==> src/source/cl_bus_pkg.sv <==
package cl_bus_pkg;

   //////////////////////////////
   // PCIS and FIFO data path
   //////////////////////////////

   // Beat width on the PCIS port, also the FIFO word width
   parameter int DATA_W = 32;

   // Write ID carried from AW to B
   parameter int ID_W = 6;

   // Burst length field, holds beats minus one
   parameter int LEN_W = 8;

   //////////////////////////////
   // Write capture FSM
   //////////////////////////////

   typedef enum logic [1:0] {
      WR_IDLE,
      WR_DATA,
      WR_RESP
   } wr_state_e;

endpackage

==> src/source/cl_reg_pkg.sv <==
package cl_reg_pkg;

   //////////////////////////////
   // OCL bus widths
   //////////////////////////////

   parameter int OCL_ADDR_W = 10;
   parameter int OCL_DATA_W = 32;

   //////////////////////////////
   // Register map
   //////////////////////////////

   typedef enum logic [OCL_ADDR_W-1:0] {
      REG_POP   = 10'h000,
      REG_COUNT = 10'h004,
      REG_ID    = 10'h008,
      REG_CTRL  = 10'h00C
   } ocl_reg_e;

   // Control register bits
   parameter int CTRL_FLUSH_BIT = 0;

   // Design ID returned by REG_ID
   parameter logic [OCL_DATA_W-1:0] CL_ID = 32'hF1F0_0A5C;

endpackage

==> src/source/cl_axis_fifo.sv <==
`timescale 1ns/1ps

module cl_axis_fifo
#(
   parameter int FIFO_DEPTH = 64
)
(
   input  logic                                clk,
   input  logic                                pipe_rst_n,

   input  logic                                pcis_awvalid,
   output logic                                pcis_awready,
   input  logic [cl_bus_pkg::ID_W-1:0]         pcis_awid,
   input  logic [cl_bus_pkg::LEN_W-1:0]        pcis_awlen,
   input  logic                                pcis_wvalid,
   output logic                                pcis_wready,
   input  logic [cl_bus_pkg::DATA_W-1:0]       pcis_wdata,
   input  logic                                pcis_wlast,
   output logic                                pcis_bvalid,
   output logic [cl_bus_pkg::ID_W-1:0]         pcis_bid,
   input  logic                                pcis_bready,

   input  logic                                ocl_awvalid,
   output logic                                ocl_awready,
   input  logic [cl_reg_pkg::OCL_ADDR_W-1:0]   ocl_awaddr,
   input  logic                                ocl_wvalid,
   output logic                                ocl_wready,
   input  logic [cl_reg_pkg::OCL_DATA_W-1:0]   ocl_wdata,
   output logic                                ocl_bvalid,
   input  logic                                ocl_bready,
   input  logic                                ocl_arvalid,
   output logic                                ocl_arready,
   input  logic [cl_reg_pkg::OCL_ADDR_W-1:0]   ocl_araddr,
   output logic                                ocl_rvalid,
   output logic [cl_reg_pkg::OCL_DATA_W-1:0]   ocl_rdata,
   input  logic                                ocl_rready,

   input  logic                                flr_assert,
   output logic                                flr_done
);

   localparam int CNT_W = $clog2(FIFO_DEPTH) + 1;

   // Capture to FIFO
   logic                          push_valid;
   logic                          push_ready;
   logic [cl_bus_pkg::DATA_W-1:0] push_data;

   // FIFO to register block
   logic                          pop_valid;
   logic                          pop_ready;
   logic [cl_bus_pkg::DATA_W-1:0] pop_data;
   logic                          flush;
   logic [CNT_W-1:0]              count;

   //////////////////////////////
   // PCIS write capture
   //////////////////////////////

   pcis_write_capture u_wr_capture (
      .clk        (clk),
      .pipe_rst_n (pipe_rst_n),
      .awvalid    (pcis_awvalid),
      .awready    (pcis_awready),
      .awid       (pcis_awid),
      .awlen      (pcis_awlen),
      .wvalid     (pcis_wvalid),
      .wready     (pcis_wready),
      .wdata      (pcis_wdata),
      .wlast      (pcis_wlast),
      .bvalid     (pcis_bvalid),
      .bid        (pcis_bid),
      .bready     (pcis_bready),
      .push_valid (push_valid),
      .push_data  (push_data),
      .push_ready (push_ready)
   );

   //////////////////////////////
   // Word FIFO
   //////////////////////////////

   stream_fifo #(
      .FIFO_DEPTH (FIFO_DEPTH)
   ) u_fifo (
      .clk        (clk),
      .pipe_rst_n (pipe_rst_n),
      .push_valid (push_valid),
      .push_ready (push_ready),
      .push_data  (push_data),
      .pop_valid  (pop_valid),
      .pop_ready  (pop_ready),
      .pop_data   (pop_data),
      .flush      (flush),
      .count      (count)
   );

   //////////////////////////////
   // OCL registers and FLR
   //////////////////////////////

   ocl_slv_regs #(
      .FIFO_DEPTH (FIFO_DEPTH)
   ) u_ocl_regs (
      .clk        (clk),
      .pipe_rst_n (pipe_rst_n),
      .awvalid    (ocl_awvalid),
      .awready    (ocl_awready),
      .awaddr     (ocl_awaddr),
      .wvalid     (ocl_wvalid),
      .wready     (ocl_wready),
      .wdata      (ocl_wdata),
      .bvalid     (ocl_bvalid),
      .bready     (ocl_bready),
      .arvalid    (ocl_arvalid),
      .arready    (ocl_arready),
      .araddr     (ocl_araddr),
      .rvalid     (ocl_rvalid),
      .rdata      (ocl_rdata),
      .rready     (ocl_rready),
      .pop_valid  (pop_valid),
      .pop_ready  (pop_ready),
      .pop_data   (pop_data),
      .count      (count),
      .flush      (flush),
      .flr_assert (flr_assert),
      .flr_done   (flr_done)
   );

endmodule

==> src/source/ocl_slv_regs.sv <==
`timescale 1ns/1ps

module ocl_slv_regs
#(
   parameter int FIFO_DEPTH = 64
)
(
   input  logic                              clk,
   input  logic                              pipe_rst_n,

   input  logic                              awvalid,
   output logic                              awready,
   input  logic [cl_reg_pkg::OCL_ADDR_W-1:0] awaddr,
   input  logic                              wvalid,
   output logic                              wready,
   input  logic [cl_reg_pkg::OCL_DATA_W-1:0] wdata,
   output logic                              bvalid,
   input  logic                              bready,
   input  logic                              arvalid,
   output logic                              arready,
   input  logic [cl_reg_pkg::OCL_ADDR_W-1:0] araddr,
   output logic                              rvalid,
   output logic [cl_reg_pkg::OCL_DATA_W-1:0] rdata,
   input  logic                              rready,

   input  logic                              pop_valid,
   output logic                              pop_ready,
   input  logic [cl_bus_pkg::DATA_W-1:0]     pop_data,
   input  logic [$clog2(FIFO_DEPTH):0]       count,
   output logic                              flush,

   input  logic                              flr_assert,
   output logic                              flr_done
);

   cl_reg_pkg::ocl_reg_e                wr_reg;
   cl_reg_pkg::ocl_reg_e                rd_reg;
   logic                                wr_fire;
   logic                                rd_fire;
   logic                                bvalid_q;
   logic                                rvalid_q;
   logic [cl_reg_pkg::OCL_DATA_W-1:0]   rdata_q;
   logic [cl_reg_pkg::OCL_DATA_W-1:0]   rd_word;
   logic                                ctrl_flush_q;
   logic                                flr_q;
   logic                                flr_seen;
   logic                                flr_rise;

   assign wr_reg = cl_reg_pkg::ocl_reg_e'(awaddr);
   assign rd_reg = cl_reg_pkg::ocl_reg_e'(araddr);

   //////////////////////////////
   // Write channel
   //////////////////////////////

   // Address and data taken together, one response outstanding
   assign wr_fire = awvalid && wvalid && !bvalid_q;
   assign awready = wr_fire;
   assign wready  = wr_fire;
   assign bvalid  = bvalid_q;

   always_ff @(posedge clk)
      if (!pipe_rst_n)
      begin
         bvalid_q     <= 1'b0;
         ctrl_flush_q <= 1'b0;
      end
      else
      begin
         if (wr_fire)
            bvalid_q <= 1'b1;
         else if (bready)
            bvalid_q <= 1'b0;
         ctrl_flush_q <= wr_fire && (wr_reg == cl_reg_pkg::REG_CTRL)
                         && wdata[cl_reg_pkg::CTRL_FLUSH_BIT];
      end

   //////////////////////////////
   // Read channel
   //////////////////////////////

   assign arready = !rvalid_q;
   assign rd_fire = arvalid && arready;
   assign rvalid  = rvalid_q;
   assign rdata   = rdata_q;

   // Pop happens at the address transfer, nothing popped when empty
   assign pop_ready = rd_fire && (rd_reg == cl_reg_pkg::REG_POP);

   always_comb
   begin
      case (rd_reg)
         cl_reg_pkg::REG_POP:
            rd_word = pop_valid ? cl_reg_pkg::OCL_DATA_W'(pop_data) : '0;
         cl_reg_pkg::REG_COUNT:
            rd_word = cl_reg_pkg::OCL_DATA_W'(count);
         cl_reg_pkg::REG_ID:
            rd_word = cl_reg_pkg::CL_ID;
         default:
            rd_word = '0;
      endcase
   end

   always_ff @(posedge clk)
      if (!pipe_rst_n)
         rvalid_q <= 1'b0;
      else if (rd_fire)
         rvalid_q <= 1'b1;
      else if (rready)
         rvalid_q <= 1'b0;

   always_ff @(posedge clk)
      if (rd_fire)
         rdata_q <= rd_word;

   //////////////////////////////
   // FLR response
   //////////////////////////////

   // One pulse per rising edge of the registered request
   assign flr_rise = flr_q && !flr_seen;

   always_ff @(posedge clk)
      if (!pipe_rst_n)
      begin
         flr_q    <= 1'b0;
         flr_seen <= 1'b0;
         flr_done <= 1'b0;
      end
      else
      begin
         flr_q    <= flr_assert;
         flr_seen <= flr_q;
         flr_done <= flr_rise;
      end

   // FLR empties the FIFO on the same edge that raises flr_done
   assign flush = ctrl_flush_q || flr_rise;

   a_rvalid_hold: assert property (@(posedge clk) disable iff (!pipe_rst_n)
      (rvalid && !rready) |=> rvalid);

endmodule

==> src/source/pcis_write_capture.sv <==
`timescale 1ns/1ps

module pcis_write_capture
(
   input  logic                          clk,
   input  logic                          pipe_rst_n,

   input  logic                          awvalid,
   output logic                          awready,
   input  logic [cl_bus_pkg::ID_W-1:0]   awid,
   input  logic [cl_bus_pkg::LEN_W-1:0]  awlen,
   input  logic                          wvalid,
   output logic                          wready,
   input  logic [cl_bus_pkg::DATA_W-1:0] wdata,
   input  logic                          wlast,
   output logic                          bvalid,
   output logic [cl_bus_pkg::ID_W-1:0]   bid,
   input  logic                          bready,

   output logic                          push_valid,
   output logic [cl_bus_pkg::DATA_W-1:0] push_data,
   input  logic                          push_ready
);

   cl_bus_pkg::wr_state_e          state;
   logic [cl_bus_pkg::ID_W-1:0]    id_q;
   logic [cl_bus_pkg::LEN_W-1:0]   len_q;
   logic [cl_bus_pkg::LEN_W-1:0]   beat_cnt;
   logic                           beat_fire;
   logic                           last_beat;

   // One burst in flight, address only taken when idle
   assign awready = (state == cl_bus_pkg::WR_IDLE);

   // Beats go straight through to the FIFO
   assign wready     = (state == cl_bus_pkg::WR_DATA) && push_ready;
   assign push_valid = (state == cl_bus_pkg::WR_DATA) && wvalid;
   assign push_data  = wdata;

   assign bvalid = (state == cl_bus_pkg::WR_RESP);
   assign bid    = id_q;

   assign beat_fire = wvalid && wready;
   assign last_beat = (beat_cnt == len_q);

   //////////////////////////////
   // Burst FSM
   //////////////////////////////

   always_ff @(posedge clk)
      if (!pipe_rst_n)
      begin
         state    <= cl_bus_pkg::WR_IDLE;
         beat_cnt <= '0;
      end
      else
      begin
         case (state)
            cl_bus_pkg::WR_IDLE:
               if (awvalid)
               begin
                  state    <= cl_bus_pkg::WR_DATA;
                  beat_cnt <= '0;
               end
            cl_bus_pkg::WR_DATA:
               if (beat_fire)
               begin
                  beat_cnt <= beat_cnt + 1'b1;
                  // Response only after the final beat is in the FIFO
                  if (last_beat)
                     state <= cl_bus_pkg::WR_RESP;
               end
            cl_bus_pkg::WR_RESP:
               if (bready)
                  state <= cl_bus_pkg::WR_IDLE;
            default:
               state <= cl_bus_pkg::WR_IDLE;
         endcase
      end

   // Burst ID and length, held for the whole burst
   always_ff @(posedge clk)
      if (awvalid && awready)
      begin
         id_q  <= awid;
         len_q <= awlen;
      end

   // Host marks the end exactly where awlen said it would be
   a_wlast_on_count: assert property (@(posedge clk) disable iff (!pipe_rst_n)
      beat_fire |-> (wlast == last_beat));

endmodule

==> src/source/stream_fifo.sv <==
`timescale 1ns/1ps

module stream_fifo
#(
   parameter int FIFO_DEPTH = 64
)
(
   input  logic                          clk,
   input  logic                          pipe_rst_n,

   input  logic                          push_valid,
   output logic                          push_ready,
   input  logic [cl_bus_pkg::DATA_W-1:0] push_data,

   output logic                          pop_valid,
   input  logic                          pop_ready,
   output logic [cl_bus_pkg::DATA_W-1:0] pop_data,

   input  logic                          flush,
   output logic [$clog2(FIFO_DEPTH):0]   count
);

   localparam int PTR_W = $clog2(FIFO_DEPTH);

   logic [cl_bus_pkg::DATA_W-1:0] mem [FIFO_DEPTH];
   logic [PTR_W-1:0]              wr_ptr;
   logic [PTR_W-1:0]              rd_ptr;
   logic [PTR_W:0]                count_q;
   logic                          do_push;
   logic                          do_pop;

   assign push_ready = (count_q != FIFO_DEPTH);
   assign pop_valid  = (count_q != '0);
   assign pop_data   = mem[rd_ptr];
   assign count      = count_q;

   assign do_push = push_valid && push_ready;
   assign do_pop  = pop_valid && pop_ready;

   // Pointers wrap on their own, depth is a power of two
   always_ff @(posedge clk)
      if (!pipe_rst_n || flush)
      begin
         wr_ptr  <= '0;
         rd_ptr  <= '0;
         count_q <= '0;
      end
      else
      begin
         if (do_push)
            wr_ptr <= wr_ptr + 1'b1;
         if (do_pop)
            rd_ptr <= rd_ptr + 1'b1;
         case ({do_push, do_pop})
            2'b10:   count_q <= count_q + 1'b1;
            2'b01:   count_q <= count_q - 1'b1;
            default: count_q <= count_q;
         endcase
      end

   always_ff @(posedge clk)
      if (do_push)
         mem[wr_ptr] <= push_data;

   // Full and not draining, so the write side must not move
   a_no_push_full: assert property (@(posedge clk) disable iff (!pipe_rst_n)
      (count_q == FIFO_DEPTH && !pop_ready && !flush) |=> $stable(wr_ptr));

   a_count_bound: assert property (@(posedge clk) disable iff (!pipe_rst_n)
      count_q <= FIFO_DEPTH);

endmodule
==> config.mk <==
export PLATFORM = sky130hd
export DESIGN_NAME = cl_axis_fifo
export DESIGN_NICKNAME = d
export VERILOG_FILES = /design/src/source/cl_bus_pkg.sv /design/src/source/cl_reg_pkg.sv /design/src/source/cl_axis_fifo.sv /design/src/source/ocl_slv_regs.sv /design/src/source/pcis_write_capture.sv /design/src/source/stream_fifo.sv
export SDC_FILE = /design/constraint.sdc
export NUM_CORES = 2
export LEC_CHECK = 0
export ABC_AREA = 1
export BUFFER_PORTS_ARGS = -buffer_cell sky130_fd_sc_hd__clkbuf_2
export CELL_PAD_IN_SITES_DETAIL_PLACEMENT = 0
export CELL_PAD_IN_SITES_GLOBAL_PLACEMENT = 2
export CORE_MARGIN = 1.5
export CORE_UTILIZATION = 39
export DETAILED_ROUTE_END_ITERATION = 7
export PLACE_DENSITY = 0.79
export RECOVER_POWER = 100
export SETUP_SLACK_MARGIN = 0.15
export SYNTH_ARGS = -nofsm -noshare
export SYNTH_HDL_FRONTEND = slang
export SYNTH_HIERARCHICAL = 1
export SYNTH_SLANG_ARGS = --single-unit
==> constraint.sdc <==
create_clock -name clk -period 4.3 [get_ports clk]
set_clock_uncertainty 0.2 [all_clocks]
set_input_delay 0.645 -clock clk [delete_from_list [all_inputs] [get_ports clk]]
set_output_delay 0.645 -clock clk [all_outputs]
set_load 0.005 [all_outputs]
==> key figures <==
Outcome
  – Status: finished with violations
  – Failing checks: max-capacitance violations, max-slew violations

Setup path
  – Buf/Inv on CP: 4
  – Worst-path cell chain: inv_1 > nor2_4 > inv_1 > nor2_1 > inv_1 > nor2_4 > nand2_1 > nor2_4 > clkbuf_2
  – CP Capture Type: register
  – CP startpoint kind: register
  – Critical Path RT: 4.53 ns
  – R2R Path End: u_fifo/mem[55][30]$_DFFE_PP_
  – CP max FO: 32
  – FF-to-FF setup slack: 0.36 ns
  – Crit path kind: register to register
  – Max stage delay on crit path: 1.13 ns
  – CP max-delay cell: clkbuf_2
  – Crit-path leading delay family: simple AND/OR/NAND/NOR gates
  – Worst-case reg-to-reg path depth: 9
  – CP Launch Point: u_wr_capture/state[0]$_SDFFE_PN0P_
  – WP data arrival: 4.17 ns
  – FF-to-FF Start: u_wr_capture/state[0]$_SDFFE_PN0P_

Timing
  – Minimum clock period after layout: 3.94 ns
  – Final Setup Violations: 0
  – RSZ-0062 raised after global routing: no
  – Share of the cycle needed by the critical path after routing: 91.6%
  – Max Fclk: 254 MHz
  – Actual slew at the worst max-slew pin: 4.17 ns
  – Final Max Tran Viols: 1849
  – Relative slew slack: -178%
  – Final Hold Viols: 0
  – Post-route setup TNS: 0 ns

Pwr
  – Sw Share: 20.6%
  – PwrDens: 429 nW/um2
  – Sw Pwr: 0.00862 W
  – LEAKAGE: 33.9 nW
  – Clock power frac: 43.4%
  – Gate power share: 1.8%
  – Maximum VDD drop: 401 uV
  – Int Pwr: 0.0333 W
  – Flop pwr share: 54.8%

Die
  – Num rows: 172
  – Die ar.: 224000 um2
  – Num ports: 157
  – Initial Util: 39.3%
  – DIE WIDTH: 474 um
  – Die Ht: 474 um
  – Core region area: 220000 um2

Clock tree
  – Post CTS Setup Buffer Count: 0
  – CTS tree: done
  – H-tree lvl count: 4
  – Number of CTS-inserted buffers: 219
  – Clk slew on worst S/H paths: 0.06 ns
  – CTS sink cnt: 2135
  – Clock root cell: clkbuf_16
  – Insertion delay to the later sink of the worst-skew pair: 0.87 ns
  – Clock Path Buffers: 3

Layout
  – # nets final: 7472
  – Final Core Density: 44.4%
  – Area Growth Syn to Fin: 13.0%
  – Share of cells above drive strength 1: 7.58%
  – Finished Layout Cells: 10500

Synth
  – Post-Syn Instances: 7253
  – Yosys cell types: 33
  – Syn_area_per_cell: 11.9 um2
  – Synth cell count leaders: nand2_1, edfxtp_1, nand3_1
  – Asr flop ratio synth: 0%
  – Most used DFF post-synth: edfxtp_1
  – Syn Nets: 7369
  – Post-synth top area cell: edfxtp_1
  – EDFF count, synth: 2094
  – YS warnings: 6
  – Top cells by area, synth: edfxtp_1, nand3_1, nand2_1
  – Cell with the most instances after synthesis: nand2_1
  – Post-synth top area share: 72.8%
  – #FFs+latches synth: 2135
  – Mapped Area: 86400 um2
  – Sequential area share after synthesis: 73.7%

Global routing
  – Via count of the first global-routing pass: 52800
  – First-pass GRT wire length: 370 mm
  – Largest net degree at the start of global routing: 147
  – Total track usage: 22.7%
  – Initial antenna violation count: 13
  – Gr ovfl total: 0

Run
  – Max Cap Viol: 49

Route
  – DR top layer: met5
  – Met3 routed WL: 17.6 mm
  – Post-DRT Antenna Nets: 0
  – DR WL met2: 118 mm
  – Via-to-Cell Ratio: 5.38
  – Drt first-iter violations: 5783
  – First-pass detailed-route iteration total: 6
  – Met1 WL: 114 mm
  – WL/cell: 24.4 um
  – DRC Markers: 0
  – DRT Wirelength: 257 mm
  – Via Count: 56500

Placed design
  – Post-Place Cells: 10100
  – HPWL after DPL: 138 mm
  – Placer Congestion: 0.824
  – # port buffers: 124

Min path
  – Cell depth of the worst hold path: 7
  – Hold Path End: u_wr_capture/state[1]$_SDFFE_PN0P_
  – Min-Delay Path Class: input pin to register
  – Hold Startpoint: pcis_awvalid
cell type report:
class,count,area [um2]
antenna,14,35.0
clock buffer,286,5780
clock inverter,114,1030
fill,20100,122000
inverter,97,403
multi-input combinational,4534,20100
sequential,2135,63700
tap,2958,3700
timing repair buffer,369,2810
layout by cell type (no fill, tap or decap), drive strengths merged, types with 3 or more instances in the layout:
cell / synthesis / final
nand2: 2367 / 2367
edfxtp: 2094 / 2094
nand3: 1943 / 1943
clkbuf: 77 / 511
nor2: 131 / 131
buf: 410 / 115
inv: 97 / 104
clkinv: 0 / 92
dfxtp: 41 / 41
dlygate4sd3: 0 / 28
o21ai: 24 / 24
a21oi: 20 / 20
nand4: 16 / 16
diode: 0 / 14
bufinv: 0 / 13
xnor2: 8 / 8
nor3: 7 / 7
ha: 6 / 6
o21a: 3 / 3
xor2: 3 / 3
per-layer routing:
layer  up-vias  track usage [%]
met5         -                0
met4         2             6.52
met3       366             2.78
met2      2015             35.8
met1     28200             32.8
li1      25900                -
worst max-delay path by stage:
stage	to	slack, ns	depth (start not counted)
after global routing	u_ocl_regs/rdata[24]$_DFFE_PP_	0.22	12
after global placement	u_fifo/count[4]$_SDFFE_PP0P_	0.62	17
after detailed placement	u_fifo/mem[5][19]$_DFFE_PP_	0.63	10
final	u_fifo/mem[55][30]$_DFFE_PP_	0.36	9
after CTS	u_fifo/mem[5][27]$_DFFE_PP_	0.64	11
after floorplan	u_fifo/mem[63][0]$_DFFE_PP_	0.18	6
worst register-to-register path: cells and delay by family (launching register included):
kind          cells  cell delay [ns]
simple gates      5             1.49
buf+inv           4             1.41
flops             1             0.36
logic make-up after synthesis:
kind of cell / Yosys count / share of synthesized area [%]
compound gates: 52 / 0.324
xor+xnor: 11 / 0.112
fa+ha+maj: 6 / 0.0869
buf+inv: 584 / 3.36
flops: 2135 / 73.7
simple gates: 4465 / 22.4
sequential cells by signal (all words and copies together) (netlist names), named ones only:
name,flops
u_fifo/count,7
u_fifo/mem,2048
u_fifo/rd_ptr,6
u_fifo/wr_ptr,6
u_ocl_regs/bvalid,1
u_ocl_regs/ctrl_flush_q,1
u_ocl_regs/flr_done,1
u_ocl_regs/flr_q,1
u_ocl_regs/flr_seen,1
u_ocl_regs/rdata,32
u_ocl_regs/rvalid,1
u_wr_capture/beat_cnt,8
u_wr_capture/bid,6
u_wr_capture/len_q,8
u_wr_capture/state,2
repair_timing:
action	CTS	global route
hold buffers	28	0
hold endpoints to repair	23	0
gates resized for setup	0	0
power groups by stage:
| stage | clock, W | sequential (W) | combinational, W |
|---|---|---|---|
| finish | 0.0182 | 0.0230 | 0.000749 |
| global route | 0.0193 | 0.0230 | 0.000807 |
| CTS | 0.0185 | 0.0229 | 0.000793 |
| floorplan | 0 | 0.0234 | 0.000337 |
| detailed placement | 0 | 0.0234 | 0.000772 |
| global placement | 0 | 0.0234 | 0.000752 |
metrics by stage:
step           cell area (um2)  setup slack (ns)  hold WS, ns  total power, W
2_1_floorplan            86400             0.181        0.192          0.0237
4_1_cts                  98400             0.642       0.0285          0.0422
3_5_place_dp             91300             0.628        0.209          0.0241
6_report                 97600             0.362       0.0808          0.0419
3_3_place_gp             91300             0.618        0.203          0.0241
5_1_grt                  97500             0.224        0.132          0.0431
(Power assumes the default switching activity.)
